### config.mk
export PLATFORM = sky130hd
export DESIGN_NAME = awg_top
export DESIGN_NICKNAME = d
export VERILOG_FILES = /design/src/design/awg_pkg.sv /design/src/design/awg_top.sv /design/src/design/awg_playback.sv /design/src/design/awg_channel.sv /design/src/design/awg_control.sv
export SDC_FILE = /design/constraint.sdc
export NUM_CORES = 2
export LEC_CHECK = 0
export BUFFER_PORTS_ARGS = -buffer_cell sky130_fd_sc_hd__buf_4
export CAP_MARGIN = 20
export CORE_ASPECT_RATIO = 1.25
export CORE_MARGIN = 2
export CORE_UTILIZATION = 35
export DETAILED_ROUTE_END_ITERATION = 10
export GPL_TIMING_DRIVEN = 1
export HOLD_SLACK_MARGIN = 0.15
export PLACE_DENSITY = 0.6
export RECOVER_POWER = 25
export SLEW_MARGIN = 20
export SYNTH_ARGS = -nofsm -noshare
export SYNTH_HDL_FRONTEND = slang
export SYNTH_SLANG_ARGS = --single-unit
### constraint.sdc
create_clock -name dac_clk -period 2.7 [get_ports dac_clk]
set_input_delay 0.405 -clock dac_clk [delete_from_list [all_inputs] [get_ports dac_clk]]
set_output_delay 0.405 -clock dac_clk [all_outputs]
set_load 0.01 [all_outputs]
### src/design/awg_pkg.sv
//////////////////////////////
// shared sizes, vector types and packed structs for the waveform generator
// every design file imports what it needs from here
//////////////////////////////

package awg_pkg;

  //////////////////////////////
  // sizes
  //////////////////////////////

  // number of DAC output channels
  localparam int CHANNELS = 2;
  // one DAC sample
  localparam int SAMPLE_WIDTH = 16;
  // buffer address, 64 words per channel
  localparam int ADDR_WIDTH = 6;
  // frames per burst, stored minus one
  localparam int BURST_WIDTH = 8;

  //////////////////////////////
  // vector types
  //////////////////////////////

  typedef logic [SAMPLE_WIDTH-1:0] sample_t;
  // also used for a frame's last address
  typedef logic [ADDR_WIDTH-1:0] addr_t;
  typedef logic [BURST_WIDTH-1:0] burst_t;
  typedef logic [$clog2(CHANNELS)-1:0] chan_t;

  // trigger behaviour per channel
  typedef enum logic [1:0] {
    TRIG_NONE  = 2'd0,
    TRIG_BURST = 2'd1,
    TRIG_FRAME = 2'd2
  } trig_mode_e;

  // playback config of one channel, 16 bits
  typedef struct packed {
    addr_t      frame_last;
    trig_mode_e trig_mode;
    burst_t     burst_last;
  } chan_cfg_t;

  // one buffer write, broadcast to all channels, 24 bits
  typedef struct packed {
    logic    en;
    chan_t   chan;
    addr_t   addr;
    sample_t sample;
  } wr_req_t;

endpackage
### src/design/awg_top.sv
//////////////////////////////
// waveform generator top level
// load control, one block per channel and the DAC output stage
//////////////////////////////

module awg_top (
  input  logic                                         dac_clk,
  input  logic                                         dac_reset,
  input  logic                                         cfg_trig_valid,
  input  awg_pkg::trig_mode_e [awg_pkg::CHANNELS-1:0] cfg_trig_mode,
  input  logic                                         cfg_burst_valid,
  input  awg_pkg::burst_t [awg_pkg::CHANNELS-1:0]     cfg_burst_count,
  input  logic                                         load_start,
  input  awg_pkg::addr_t [awg_pkg::CHANNELS-1:0]      load_frame_last,
  input  logic                                         wave_valid,
  input  awg_pkg::sample_t                             wave_sample,
  input  logic                                         start,
  input  logic                                         stop,
  output awg_pkg::sample_t [awg_pkg::CHANNELS-1:0]    dac_data,
  output logic                                         dac_valid,
  output logic [awg_pkg::CHANNELS-1:0]                 dac_trigger,
  output logic                                         burst_done,
  output logic                                         config_ready,
  output logic                                         wave_ready
);
  import awg_pkg::*;

  chan_cfg_t [CHANNELS-1:0] cfg;
  wr_req_t wr_req;
  logic play_start;
  logic play_stop;
  logic play_active;
  sample_t [CHANNELS-1:0] chan_sample;
  logic [CHANNELS-1:0] chan_trigger;
  logic [CHANNELS-1:0] chan_done;

  // burst_done doubles as the end-of-burst return to the load FSM
  awg_control u_control (
    .dac_clk         (dac_clk),
    .dac_reset       (dac_reset),
    .cfg_trig_valid  (cfg_trig_valid),
    .cfg_trig_mode   (cfg_trig_mode),
    .cfg_burst_valid (cfg_burst_valid),
    .cfg_burst_count (cfg_burst_count),
    .load_start      (load_start),
    .load_frame_last (load_frame_last),
    .wave_valid      (wave_valid),
    .wave_sample     (wave_sample),
    .start           (start),
    .stop            (stop),
    .all_done        (burst_done),
    .cfg             (cfg),
    .wr_req          (wr_req),
    .play_start      (play_start),
    .play_stop       (play_stop),
    .config_ready    (config_ready),
    .wave_ready      (wave_ready)
  );

  for (genvar i = 0; i < CHANNELS; i++) begin : g_chan
    localparam chan_t CHAN = chan_t'(i);

    // each buffer only sees writes addressed to its own index
    wr_req_t chan_wr;
    assign chan_wr = '{
      en:     wr_req.en && (wr_req.chan == CHAN),
      chan:   wr_req.chan,
      addr:   wr_req.addr,
      sample: wr_req.sample
    };

    awg_channel u_channel (
      .dac_clk      (dac_clk),
      .dac_reset    (dac_reset),
      .cfg          (cfg[i]),
      .wr_req       (chan_wr),
      .play_active  (play_active),
      .chan_sample  (chan_sample[i]),
      .chan_trigger (chan_trigger[i]),
      .chan_done    (chan_done[i])
    );
  end

  awg_playback u_playback (
    .dac_clk      (dac_clk),
    .dac_reset    (dac_reset),
    .play_start   (play_start),
    .play_stop    (play_stop),
    .chan_sample  (chan_sample),
    .chan_trigger (chan_trigger),
    .chan_done    (chan_done),
    .play_active  (play_active),
    .all_done     (burst_done),
    .dac_data     (dac_data),
    .dac_valid    (dac_valid),
    .dac_trigger  (dac_trigger)
  );

endmodule

### src/design/awg_playback.sv
//////////////////////////////
// playback control and DAC output stage
// zeroes idle or finished channels, registers data, valid and triggers
//////////////////////////////

module awg_playback (
  input  logic                                      dac_clk,
  input  logic                                      dac_reset,
  input  logic                                      play_start,
  input  logic                                      play_stop,
  input  awg_pkg::sample_t [awg_pkg::CHANNELS-1:0] chan_sample,
  input  logic [awg_pkg::CHANNELS-1:0]              chan_trigger,
  input  logic [awg_pkg::CHANNELS-1:0]              chan_done,
  output logic                                      play_active,
  output logic                                      all_done,
  output awg_pkg::sample_t [awg_pkg::CHANNELS-1:0] dac_data,
  output logic                                      dac_valid,
  output logic [awg_pkg::CHANNELS-1:0]              dac_trigger
);
  import awg_pkg::*;

  typedef enum logic {
    IDLE,
    ACTIVE
  } play_state_e;

  play_state_e state;

  // set by the first start after reset, never cleared
  logic started;
  logic [2:0] valid_pipe;

  // play_active delayed to the read data
  logic [1:0] active_pipe;

  logic [CHANNELS-1:0] zero_sel;
  sample_t [CHANNELS-1:0] sel_data;
  logic [CHANNELS-1:0] sel_trigger;

  assign play_active = (state == ACTIVE);

  always_ff @(posedge dac_clk) begin
    if (dac_reset) begin
      state <= IDLE;
    end else begin
      unique case (state)
        IDLE: begin
          if (play_start) begin
            state <= ACTIVE;
          end
        end
        ACTIVE: begin
          if (play_stop || all_done) begin
            state <= IDLE;
          end
        end
        default: state <= IDLE;
      endcase
    end
  end

  //////////////////////////////
  // valid, done, pipelines
  //////////////////////////////

  // valid rises with the first sample, 4 cycles behind started
  // all_done fires once, and only for a burst of the current run
  always_ff @(posedge dac_clk) begin
    if (dac_reset) begin
      started     <= 1'b0;
      valid_pipe  <= '0;
      dac_valid   <= 1'b0;
      active_pipe <= '0;
      all_done    <= 1'b0;
    end else begin
      if (play_start) begin
        started <= 1'b1;
      end
      valid_pipe  <= {valid_pipe[1:0], started};
      dac_valid   <= valid_pipe[2];
      active_pipe <= {active_pipe[0], play_active};
      all_done    <= play_active && active_pipe[1] && (&chan_done) && !all_done;
    end
  end

  //////////////////////////////
  // output stage
  //////////////////////////////

  assign zero_sel = chan_done | {CHANNELS{!active_pipe[1]}};

  // zero-select register, then output register
  always_ff @(posedge dac_clk) begin
    for (int i = 0; i < CHANNELS; i++) begin
      sel_data[i] <= zero_sel[i] ? '0 : chan_sample[i];
    end
    dac_data <= sel_data;
  end

  // triggers follow the same two stages, masked like the data
  always_ff @(posedge dac_clk) begin
    if (dac_reset) begin
      sel_trigger <= '0;
      dac_trigger <= '0;
    end else begin
      sel_trigger <= chan_trigger & ~zero_sel;
      dac_trigger <= sel_trigger;
    end
  end

endmodule

### src/design/awg_channel.sv
//////////////////////////////
// one output channel: sample buffer, read pointer and burst bookkeeping
// read data, done flag and trigger leave aligned to the same cycle
//////////////////////////////

module awg_channel (
  input  logic                dac_clk,
  input  logic                dac_reset,
  input  awg_pkg::chan_cfg_t  cfg,
  input  awg_pkg::wr_req_t    wr_req,
  input  logic                play_active,
  output awg_pkg::sample_t    chan_sample,
  output logic                chan_trigger,
  output logic                chan_done
);
  import awg_pkg::*;

  localparam int DEPTH = 2 ** ADDR_WIDTH;

  // waveform storage
  sample_t mem [DEPTH];

  // first buffer read register, chan_sample is the second
  sample_t rd_data;

  addr_t  rd_addr;
  burst_t frame_cnt;

  logic frame_end;
  logic burst_end;
  logic trig_hit;

  // sticky once the last frame has been read out
  logic done_q;
  logic [1:0] done_pipe;

  // trigger for the address presented one cycle earlier
  logic trig_q;

  //////////////////////////////
  // buffer
  //////////////////////////////

  // requests for the other channel arrive with en low
  always_ff @(posedge dac_clk) begin
    if (wr_req.en) begin
      mem[wr_req.addr] <= wr_req.sample;
    end
  end

  // two read registers
  always_ff @(posedge dac_clk) begin
    rd_data     <= mem[rd_addr];
    chan_sample <= rd_data;
  end

  //////////////////////////////
  // read pointer and frame count
  //////////////////////////////

  assign frame_end = (rd_addr == cfg.frame_last);
  assign burst_end = frame_end && (frame_cnt == cfg.burst_last);

  // trigger only at the frame start, never after the burst
  always_comb begin
    trig_hit = 1'b0;
    if (!done_q && (rd_addr == '0)) begin
      if (cfg.trig_mode == TRIG_FRAME) begin
        trig_hit = 1'b1;
      end
      if ((cfg.trig_mode == TRIG_BURST) && (frame_cnt == '0)) begin
        trig_hit = 1'b1;
      end
    end
  end

  // address 0 sits ready while idle, so the first active cycle reads word 0
  always_ff @(posedge dac_clk) begin
    if (dac_reset || !play_active) begin
      rd_addr   <= '0;
      frame_cnt <= '0;
      done_q    <= 1'b0;
      trig_q    <= 1'b0;
    end else begin
      if (frame_end) begin
        rd_addr <= '0;
        // wraps after the burst, outputs are zeroed from then on
        if (frame_cnt == cfg.burst_last) begin
          frame_cnt <= '0;
        end else begin
          frame_cnt <= frame_cnt + 1'b1;
        end
      end else begin
        rd_addr <= rd_addr + 1'b1;
      end
      if (burst_end) begin
        done_q <= 1'b1;
      end
      trig_q <= trig_hit;
    end
  end

  //////////////////////////////
  // alignment to read data
  //////////////////////////////

  // done_q marks the address it came with, so it needs both read delays
  // trig_q already carries one of them
  always_ff @(posedge dac_clk) begin
    if (dac_reset) begin
      done_pipe    <= '0;
      chan_trigger <= 1'b0;
    end else begin
      done_pipe    <= {done_pipe[0], done_q};
      chan_trigger <= trig_q;
    end
  end

  assign chan_done = done_pipe[1];

endmodule

### src/design/awg_control.sv
//////////////////////////////
// configuration registers and waveform load sequencing
// sorts incoming samples into the channel buffers one channel after the other
// and gates start and stop before they reach the playback block
//////////////////////////////

module awg_control (
  input  logic                                         dac_clk,
  input  logic                                         dac_reset,
  input  logic                                         cfg_trig_valid,
  input  awg_pkg::trig_mode_e [awg_pkg::CHANNELS-1:0] cfg_trig_mode,
  input  logic                                         cfg_burst_valid,
  input  awg_pkg::burst_t [awg_pkg::CHANNELS-1:0]     cfg_burst_count,
  input  logic                                         load_start,
  input  awg_pkg::addr_t [awg_pkg::CHANNELS-1:0]      load_frame_last,
  input  logic                                         wave_valid,
  input  awg_pkg::sample_t                             wave_sample,
  input  logic                                         start,
  input  logic                                         stop,
  input  logic                                         all_done,
  output awg_pkg::chan_cfg_t [awg_pkg::CHANNELS-1:0]  cfg,
  output awg_pkg::wr_req_t                             wr_req,
  output logic                                         play_start,
  output logic                                         play_stop,
  output logic                                         config_ready,
  output logic                                         wave_ready
);
  import awg_pkg::*;

  // IDLE takes config, LOADING takes samples, HOLD waits for the burst to end
  typedef enum logic [1:0] {
    IDLE,
    LOADING,
    HOLD
  } load_state_e;

  load_state_e state;

  // write pointer into the buffers
  chan_t wr_chan;
  addr_t wr_addr;

  logic wave_accept;
  logic chan_full;
  logic last_word;

  assign config_ready = (state == IDLE);
  assign wave_ready   = (state == LOADING);
  assign wave_accept  = wave_valid && wave_ready;

  // current channel gets its final word at its frame_last
  assign chan_full = (wr_addr == cfg[wr_chan].frame_last);
  assign last_word = chan_full && (wr_chan == chan_t'(CHANNELS - 1));

  //////////////////////////////
  // configuration registers
  //////////////////////////////

  always_ff @(posedge dac_clk) begin
    if (dac_reset) begin
      cfg <= '0;
    end else if (config_ready) begin
      for (int i = 0; i < CHANNELS; i++) begin
        if (cfg_trig_valid) begin
          cfg[i].trig_mode <= cfg_trig_mode[i];
        end
        // frame counter compares against count minus one
        if (cfg_burst_valid) begin
          cfg[i].burst_last <= cfg_burst_count[i] - 1'b1;
        end
        if (load_start) begin
          cfg[i].frame_last <= load_frame_last[i];
        end
      end
    end
  end

  //////////////////////////////
  // load state machine
  //////////////////////////////

  always_ff @(posedge dac_clk) begin
    if (dac_reset) begin
      state <= IDLE;
    end else begin
      unique case (state)
        IDLE: begin
          if (load_start) begin
            state <= LOADING;
          end
        end
        LOADING: begin
          // last channel full, stop taking samples
          if (wave_accept && last_word) begin
            state <= HOLD;
          end
        end
        HOLD: begin
          if (stop || all_done) begin
            state <= IDLE;
          end
        end
        default: state <= IDLE;
      endcase
    end
  end

  // address counts up to frame_last, then the next channel starts at 0
  always_ff @(posedge dac_clk) begin
    if (dac_reset || (state != LOADING)) begin
      wr_chan <= '0;
      wr_addr <= '0;
    end else if (wave_accept) begin
      if (chan_full) begin
        wr_addr <= '0;
        if (last_word) begin
          wr_chan <= '0;
        end else begin
          wr_chan <= wr_chan + 1'b1;
        end
      end else begin
        wr_addr <= wr_addr + 1'b1;
      end
    end
  end

  // registered write request, payload just follows the pointer
  always_ff @(posedge dac_clk) begin
    if (dac_reset) begin
      wr_req.en <= 1'b0;
    end else begin
      wr_req.en <= wave_accept;
    end
    wr_req.chan   <= wr_chan;
    wr_req.addr   <= wr_addr;
    wr_req.sample <= wave_sample;
  end

  //////////////////////////////
  // start / stop
  //////////////////////////////

  // no playback start while the buffers are being written
  always_ff @(posedge dac_clk) begin
    if (dac_reset) begin
      play_start <= 1'b0;
      play_stop  <= 1'b0;
    end else begin
      play_start <= start && (state != LOADING);
      play_stop  <= stop;
    end
  end

endmodule

---- Word-level counts from Yosys, hierarchy flattened ----
Memory sizes are Yosys's and may differ from the RTL's. A register that Yosys moved wholly into a read port is not among the register bits.
Index checks and enable logic that the tools add are counted.
word-level totals
  memories kept ........................... 2
  bits in registers ....................... 214
  memory bits (writable) .................. 2,048
memory list
  memory                   depth  width  read ports  clocked after Yosys merged registers in  write ports  RTL line           RTL
  g_chan[0].u_channel.mem  64     16     1           1                                        1            awg_channel.sv:21  sample_t mem [DEPTH];
  g_chan[1].u_channel.mem  64     16     1           1                                        1            awg_channel.sv:21
cells by class
  reductions and logical operators ........ 39
  muxes and demuxes ....................... 21
  magnitude comparators ................... 1
  add/subtract/negate cells ............... 8
  equality and inequality tests ........... 15
  bitwise operators ....................... 7
operator list
  operator             number
  $mux 16              2
  $add 6x1->6 const B  3
  $eq 6x6->1           3
  $add 8x1->8 const B  2
  $eq 8x8->1           2
  $logic_not 8->1      2
  $mux 8               2
  $sub 8x1->8 const B  2
  $logic_and 1x1->1    15
  $logic_not 6->1      2
  $mux 1               11
  $reduce_and 2->1     5
  $reduce_or 2->1      4
  $eq 2x1->1 const B   3
  $eq 2x2->1 const B   3
  $mux 2               3
  $mux 6               1
  $pmux 2 s3           1
  $logic_not 1->1      5
  $logic_or 1x1->1     4
  $ne 2x1->1 const B   2
  $ne 2x2->1 const B   2
  $not 1->1            4
  $reduce_and 3->1     1
  other kinds (7)      7

---- Longest topological paths before layout ----
  word-level depth ........................ 7
  mapped depth ............................ 10
  depth with buffers taken out ............ 6

---- By module ----
From an unflattened synthesis, not the netlist that was laid out.
second synthesis, totals
  cell total of the unflattened synthesis .. 4,382
  area total of the unflattened synthesis .. 86,765.7 µm²
modules (own cells, without submodules)
  module                             times used  cells each  area each (µm²)
  awg_channel (g_chan[1].u_channel)  1           1,995       41,234.5
  awg_channel (g_chan[0].u_channel)  1           1,999       41,163.2
  awg_control                        1           255         2,448.6
  awg_playback                       1           131         1,903.1
  awg_top                            1           2           16.3

---- Least setup slack after synthesis ----
No wires, ideal clock.
  kind .................................... register to register
  from .................................... reg, netlist name u_control.wr_req[16]
  to ...................................... mem g_chan[0].u_channel.mem[41][0] (netlist name), enable pin
  clock period less this slack ............ 2.420 ns
  library setup time ...................... 0.389 ns
  arrival ................................. 2.031 ns
  setup slack ............................. 0.280 ns
  stages on the path, launching flop included .. 6
  path through ............................ dfxtp_1 > clkbuf_1 > or3b_2 > clkbuf_1 > clkbuf_1 > nor2_1
RTL lines
  what           RTL line
  end, declared  awg_channel.sv:21
Straight into the memory's write port.

==> impl_metrics.ini <==
[placed_design]
buffer_ports.inserted = 93
dp_worst_setup_slack_ns = -0.236
dpl.hpwl_um = 146000
gp_congestion = 0.829

[worst_setup_path]
critical_path.max_fanout = 8
timing.critical_path.arrival_ns = 3.49
critical_path.endpoint_type = register
timing.reg2reg.setup_slack_ns = 0.003
worst_r2r_path_depth = 8
r2r_start = g_chan[0].u_channel.rd_addr[1]
cp_common_cell = sky130_fd_sc_hd__buf_4
startpoint_type = register
cp_max_stage_delay_ns = 0.57
timing.critical_path.cells = buf_12, or3b_1, o221ai_1, a211oi_1, buf_4, a311oi_1, buf_4, a31o_2
worstReg2RegEnd = g_chan[0].u_channel.rd_data[10]
timing.critical_path.slowest_stage_cell = sky130_fd_sc_hd__a311oi_1
timing_worst_setup_path_type = reg -> reg
cp_data_required_time_ns = 3.50

[synth]
seq_area_frac_synth_pct = 77.1
syn-instance-count = 4264
mappedNetlistArea_mm2 = 0.0861
synth-edff-count = 2048
synth-warning-count = 0
yosys_most_used_dff = sky130_fd_sc_hd__edfxtp_1
synth_async_sr_flop_share_pct = 0
synth.distinct_cells = 73
synth_area_per_cell_um2 = 20.2
syn_nets = 4331
ys_seq_elements = 2294

[global_routing]
grt_overflow = 0
largest_net_degree_at_the_start_of_global_routing = 74
first_global_vias = 45600
groute.usage.overall_pct = 18.1
grt_pass1_wl_um = 327000
antenna_found_initial = 6

[die]
core_mm2 = 0.245
die_x_um = 448
pin_count = 94
die-area_mm2 = 0.250
initial_standard_cell_utilization_of_the_core_pct = 35.2
die_y_um = 559
num_rows = 203

[drt]
route.detailed.vias_per_inst = 5.25
detail_route.first_pass.iterations = 5
postRouteAntennaNets = 0
route.final.wire_length_um = 229000
detailedRoute.firstIterationViolations = 4517
number_of_remaining_drc_errors = 0
wl_per_cell_um = 27.1
num_vias = 44400

[outcome]
failed_checks = max-capacitance violations, max-slew violations
status = finished, violations left

[cells_and_area]
final-seq-area_mm2 = 0.0665
finalCoreUtilization_pct = 42.2
layout_fillers = 21100
final_layout_size_suffix_gt1_share_pct = 28.4
multi_input_gate_area_in_the_final_layout_mm2 = 0.0186
area.growth.synth_to_final_pct = 19.9
final_net_count = 5043

[worst_hold_path]
timing.hold.worst.class = in -> reg
worstHoldEndpoint = u_control.cfg[2]
launch_point_of_the_worst_hold_path = cfg_burst_valid
min_delay_path_depth = 4

[timing]
setup_viol = 0
totalNegativeSetupSlack_ns = 0
worstMarginPinSlew_ns = 1.98
final_hold_violating_endpoints = 0
setup_ws_ns = 0.00314
max-slew-margin-rel_pct = -31.8
fmax_mhz = 371
rsz0062_at_grt = no
finalClockSkew_ns = 0.0318
post-route-min-period_ns = 2.70
drv_slew = 96
fin_hold_ws_ns = 0.234
layout_worst_path_cycle_share_pct = 99.9

[clock_network]
numCtsBuffers = 224
clock_net_sink_count = 2294
clk_pin_slew_worst_paths_ns = 0.06
htree_levels = 4
clk_path_buf_depth = 3
cts_root_buffer = sky130_fd_sc_hd__clkbuf_16
cts_tree = done
clock_latency_ns = 0.87

[job]
maxCapViolCount = 2

[power_and_ir_drop]
power-per-cell-area_mw_per_mm2 = 702
totalPowerFinal_w = 0.0725
vdd_ir_drop_max_mv = 0.578
static-leakage-power_nw = 32.7
-- registers in the layout, summed over array words and instances (netlist names), 2 cells and up --
register,count
g_chan.u_channel.mem,2048
g_chan.u_channel.trig_q,2
g_chan.u_channel.done_q,2
u_playback.dac_data,32
u_control.state,2
u_playback.valid_pipe,3
g_chan.u_channel.chan_trigger,2
u_playback.sel_data,32
u_playback.sel_trigger,2
g_chan.u_channel.frame_cnt,16
g_chan.u_channel.done_pipe,4
u_playback.active_pipe,2
u_playback.dac_trigger,2
u_control.wr_req,24
g_chan.u_channel.chan_sample,32
g_chan.u_channel.rd_data,32
g_chan.u_channel.rd_addr,12
u_control.wr_addr,6
u_control.cfg,32
-- through the flow --
| stage | instance area, um^2 | cells |
|---|---|---|
| after floorplan | 86100 | 4264 |
| after global placement | 94600 | 7910 |
| after detailed placement | 94600 | 7910 |
| after CTS | 103000 | 8450 |
| after global routing | 103000 | 8451 |
| final | 103000 | 8454 |
-- layout make-up --
class	count	area share, %
Sequential cell	2294	64.4
Multi-Input combinational cell	1727	18.0
Timing Repair Buffer	712	6.30
Clock buffer	318	6.18
Tap cell	3280	3.97
Clock inverter	103	1.12
Inverter	17	0.0618
Antenna cell	3	0.00727
-- layout by cell type, fill, tap and decap left out, types with 12 or more instances in the layout --
| master | n |
|---|---|
| sky130_fd_sc_hd__nand3_1 | 31 |
| sky130_fd_sc_hd__a22oi_1 | 63 |
| sky130_fd_sc_hd__dfxtp_1 | 223 |
| sky130_fd_sc_hd__mux4_2 | 441 |
| sky130_fd_sc_hd__nor2_1 | 225 |
| sky130_fd_sc_hd__bufinv_16 | 20 |
| sky130_fd_sc_hd__a21oi_1 | 78 |
| sky130_fd_sc_hd__o221ai_1 | 27 |
| sky130_fd_sc_hd__a211oi_1 | 40 |
| sky130_fd_sc_hd__and2_0 | 23 |
| sky130_fd_sc_hd__clkbuf_1 | 70 |
| sky130_fd_sc_hd__nand4_1 | 15 |
| sky130_fd_sc_hd__dfxtp_2 | 17 |
| sky130_fd_sc_hd__clkinv_1 | 24 |
| sky130_fd_sc_hd__buf_4 | 500 |
| sky130_fd_sc_hd__nor3_1 | 34 |
| sky130_fd_sc_hd__clkinv_2 | 33 |
| sky130_fd_sc_hd__buf_12 | 67 |
| sky130_fd_sc_hd__and2_1 | 20 |
| sky130_fd_sc_hd__clkbuf_16 | 228 |
| sky130_fd_sc_hd__xor2_1 | 46 |
| sky130_fd_sc_hd__o21ai_0 | 31 |
| sky130_fd_sc_hd__edfxtp_1 | 2048 |
| sky130_fd_sc_hd__xnor2_1 | 26 |
| sky130_fd_sc_hd__nor2b_1 | 28 |
| sky130_fd_sc_hd__a22o_1 | 24 |
| sky130_fd_sc_hd__a31oi_1 | 13 |
| sky130_fd_sc_hd__dlygate4sd3_1 | 111 |
| sky130_fd_sc_hd__clkbuf_8 | 33 |
| sky130_fd_sc_hd__o22ai_1 | 12 |
| sky130_fd_sc_hd__nand2_1 | 145 |
| sky130_fd_sc_hd__mux2i_1 | 160 |
| sky130_fd_sc_hd__a221oi_1 | 18 |
| sky130_fd_sc_hd__inv_1 | 14 |
| sky130_fd_sc_hd__mux2_2 | 41 |
| sky130_fd_sc_hd__o211ai_1 | 18 |
-- logic make-up (layout without fill, tap and decap cells) --
group	Yosys count	in the layout	synth area share, %
flip-flops	2294	2294	77.1
multiplexers	643	643	13.9
AND/OR/NAND/NOR	595	595	3.23
AO/OA/AOI/OAI	406	406	3.38
buffers and inverters	243	1150	1.43
XOR/XNOR	72	72	0.732
adder cells (fa/ha/maj)	11	11	0.160
other	0	3	0
-- report_power, final --
group	internal [W]	total [W]	switching (W)	leakage, nW
registers	0.0387	0.0390	0.000295	20.4
logic	0.000735	0.00169	0.000959	8.60
clock network	0.0184	0.0318	0.0134	3.68
total	0.0578	0.0725	0.0146	32.7
-- cells in the mapped netlist, drive strengths merged, types with 5 or more instances --
cell type | number | area (um^2)
a2111oi | 6 | 52.6
a211oi | 42 | 315
a21oi | 80 | 400
a221o | 6 | 60.1
a221oi | 18 | 158
a22o | 24 | 210
a22oi | 67 | 503
a31o | 6 | 52.6
a31oi | 13 | 81.3
and2 | 44 | 275
buf | 133 | 815
clkbuf | 93 | 349
dfxtp | 246 | 4920
edfxtp | 2048 | 61500
ha | 11 | 138
inv | 15 | 56.3
mux2 | 41 | 462
mux2i | 161 | 1610
mux4 | 441 | 9930
nand2 | 145 | 544
nand2b | 11 | 68.8
nand3 | 32 | 160
nand3b | 7 | 52.6
nand4 | 15 | 93.8
nor2 | 227 | 855
nor2b | 31 | 194
nor3 | 35 | 175
nor3b | 6 | 50.1
nor4 | 11 | 75.1
o211ai | 18 | 135
o21a | 5 | 37.5
o21ai | 35 | 175
o221ai | 28 | 245
o22ai | 12 | 75.1
o311a | 6 | 60.1
o311ai | 6 | 52.6
o31ai | 9 | 67.6
or4 | 7 | 52.6
xnor2 | 26 | 228
xor2 | 46 | 403
-- per-layer routing --
layer  vias to the layer above  GRT usage [%]  wire (um)
met1                     23700           22.7      88900
met2                      1502           32.1     119000
li1                      18900              -          -
met4                         0           6.46       8380
met3                       386           2.36      12500
met5                         -              0          0
-- worst max-delay path, delay by kind of cell, from the launching register on --
| family | cells | cell delay [ns] |
|---|---|---|
| buf+inv | 3 | 0.62 |
| compound gates | 4 | 1.08 |
| flops | 1 | 0.42 |
| simple gates | 1 | 0.51 |
-- how the worst max path moves through the flow --
stage | start | endpoint | slack [ns] | depth (start not counted)
6_report | g_chan[0].u_channel.rd_addr[1] | g_chan[0].u_channel.rd_data[10] | 0.003 | 8
5_1_grt | g_chan[0].u_channel.rd_addr[0] | g_chan[0].u_channel.rd_data[11] | 0.003 | 8
4_1_cts | g_chan[1].u_channel.rd_addr[1] | g_chan[1].u_channel.rd_data[0] | 0.01 | 7
3_5_place_dp | g_chan[1].u_channel.rd_addr[0] | g_chan[1].u_channel.rd_data[13] | -0.24 | 7
3_3_place_gp | g_chan[1].u_channel.rd_addr[0] | g_chan[1].u_channel.rd_data[13] | -0.25 | 7
2_1_floorplan | u_control.wr_req[16] | g_chan[0].u_channel.mem[41][0] | 0.28 | 5
-- what timing repair did --
item,4_1_cts,5_1_grt
pin swaps,2,0
setup endpoints to repair,11,12
gates cloned,1,0
hold buffers,111,0
setup buffers,7,1
hold endpoints to repair,77,0
gates resized for setup,11,11
(Power assumes the default switching activity.)
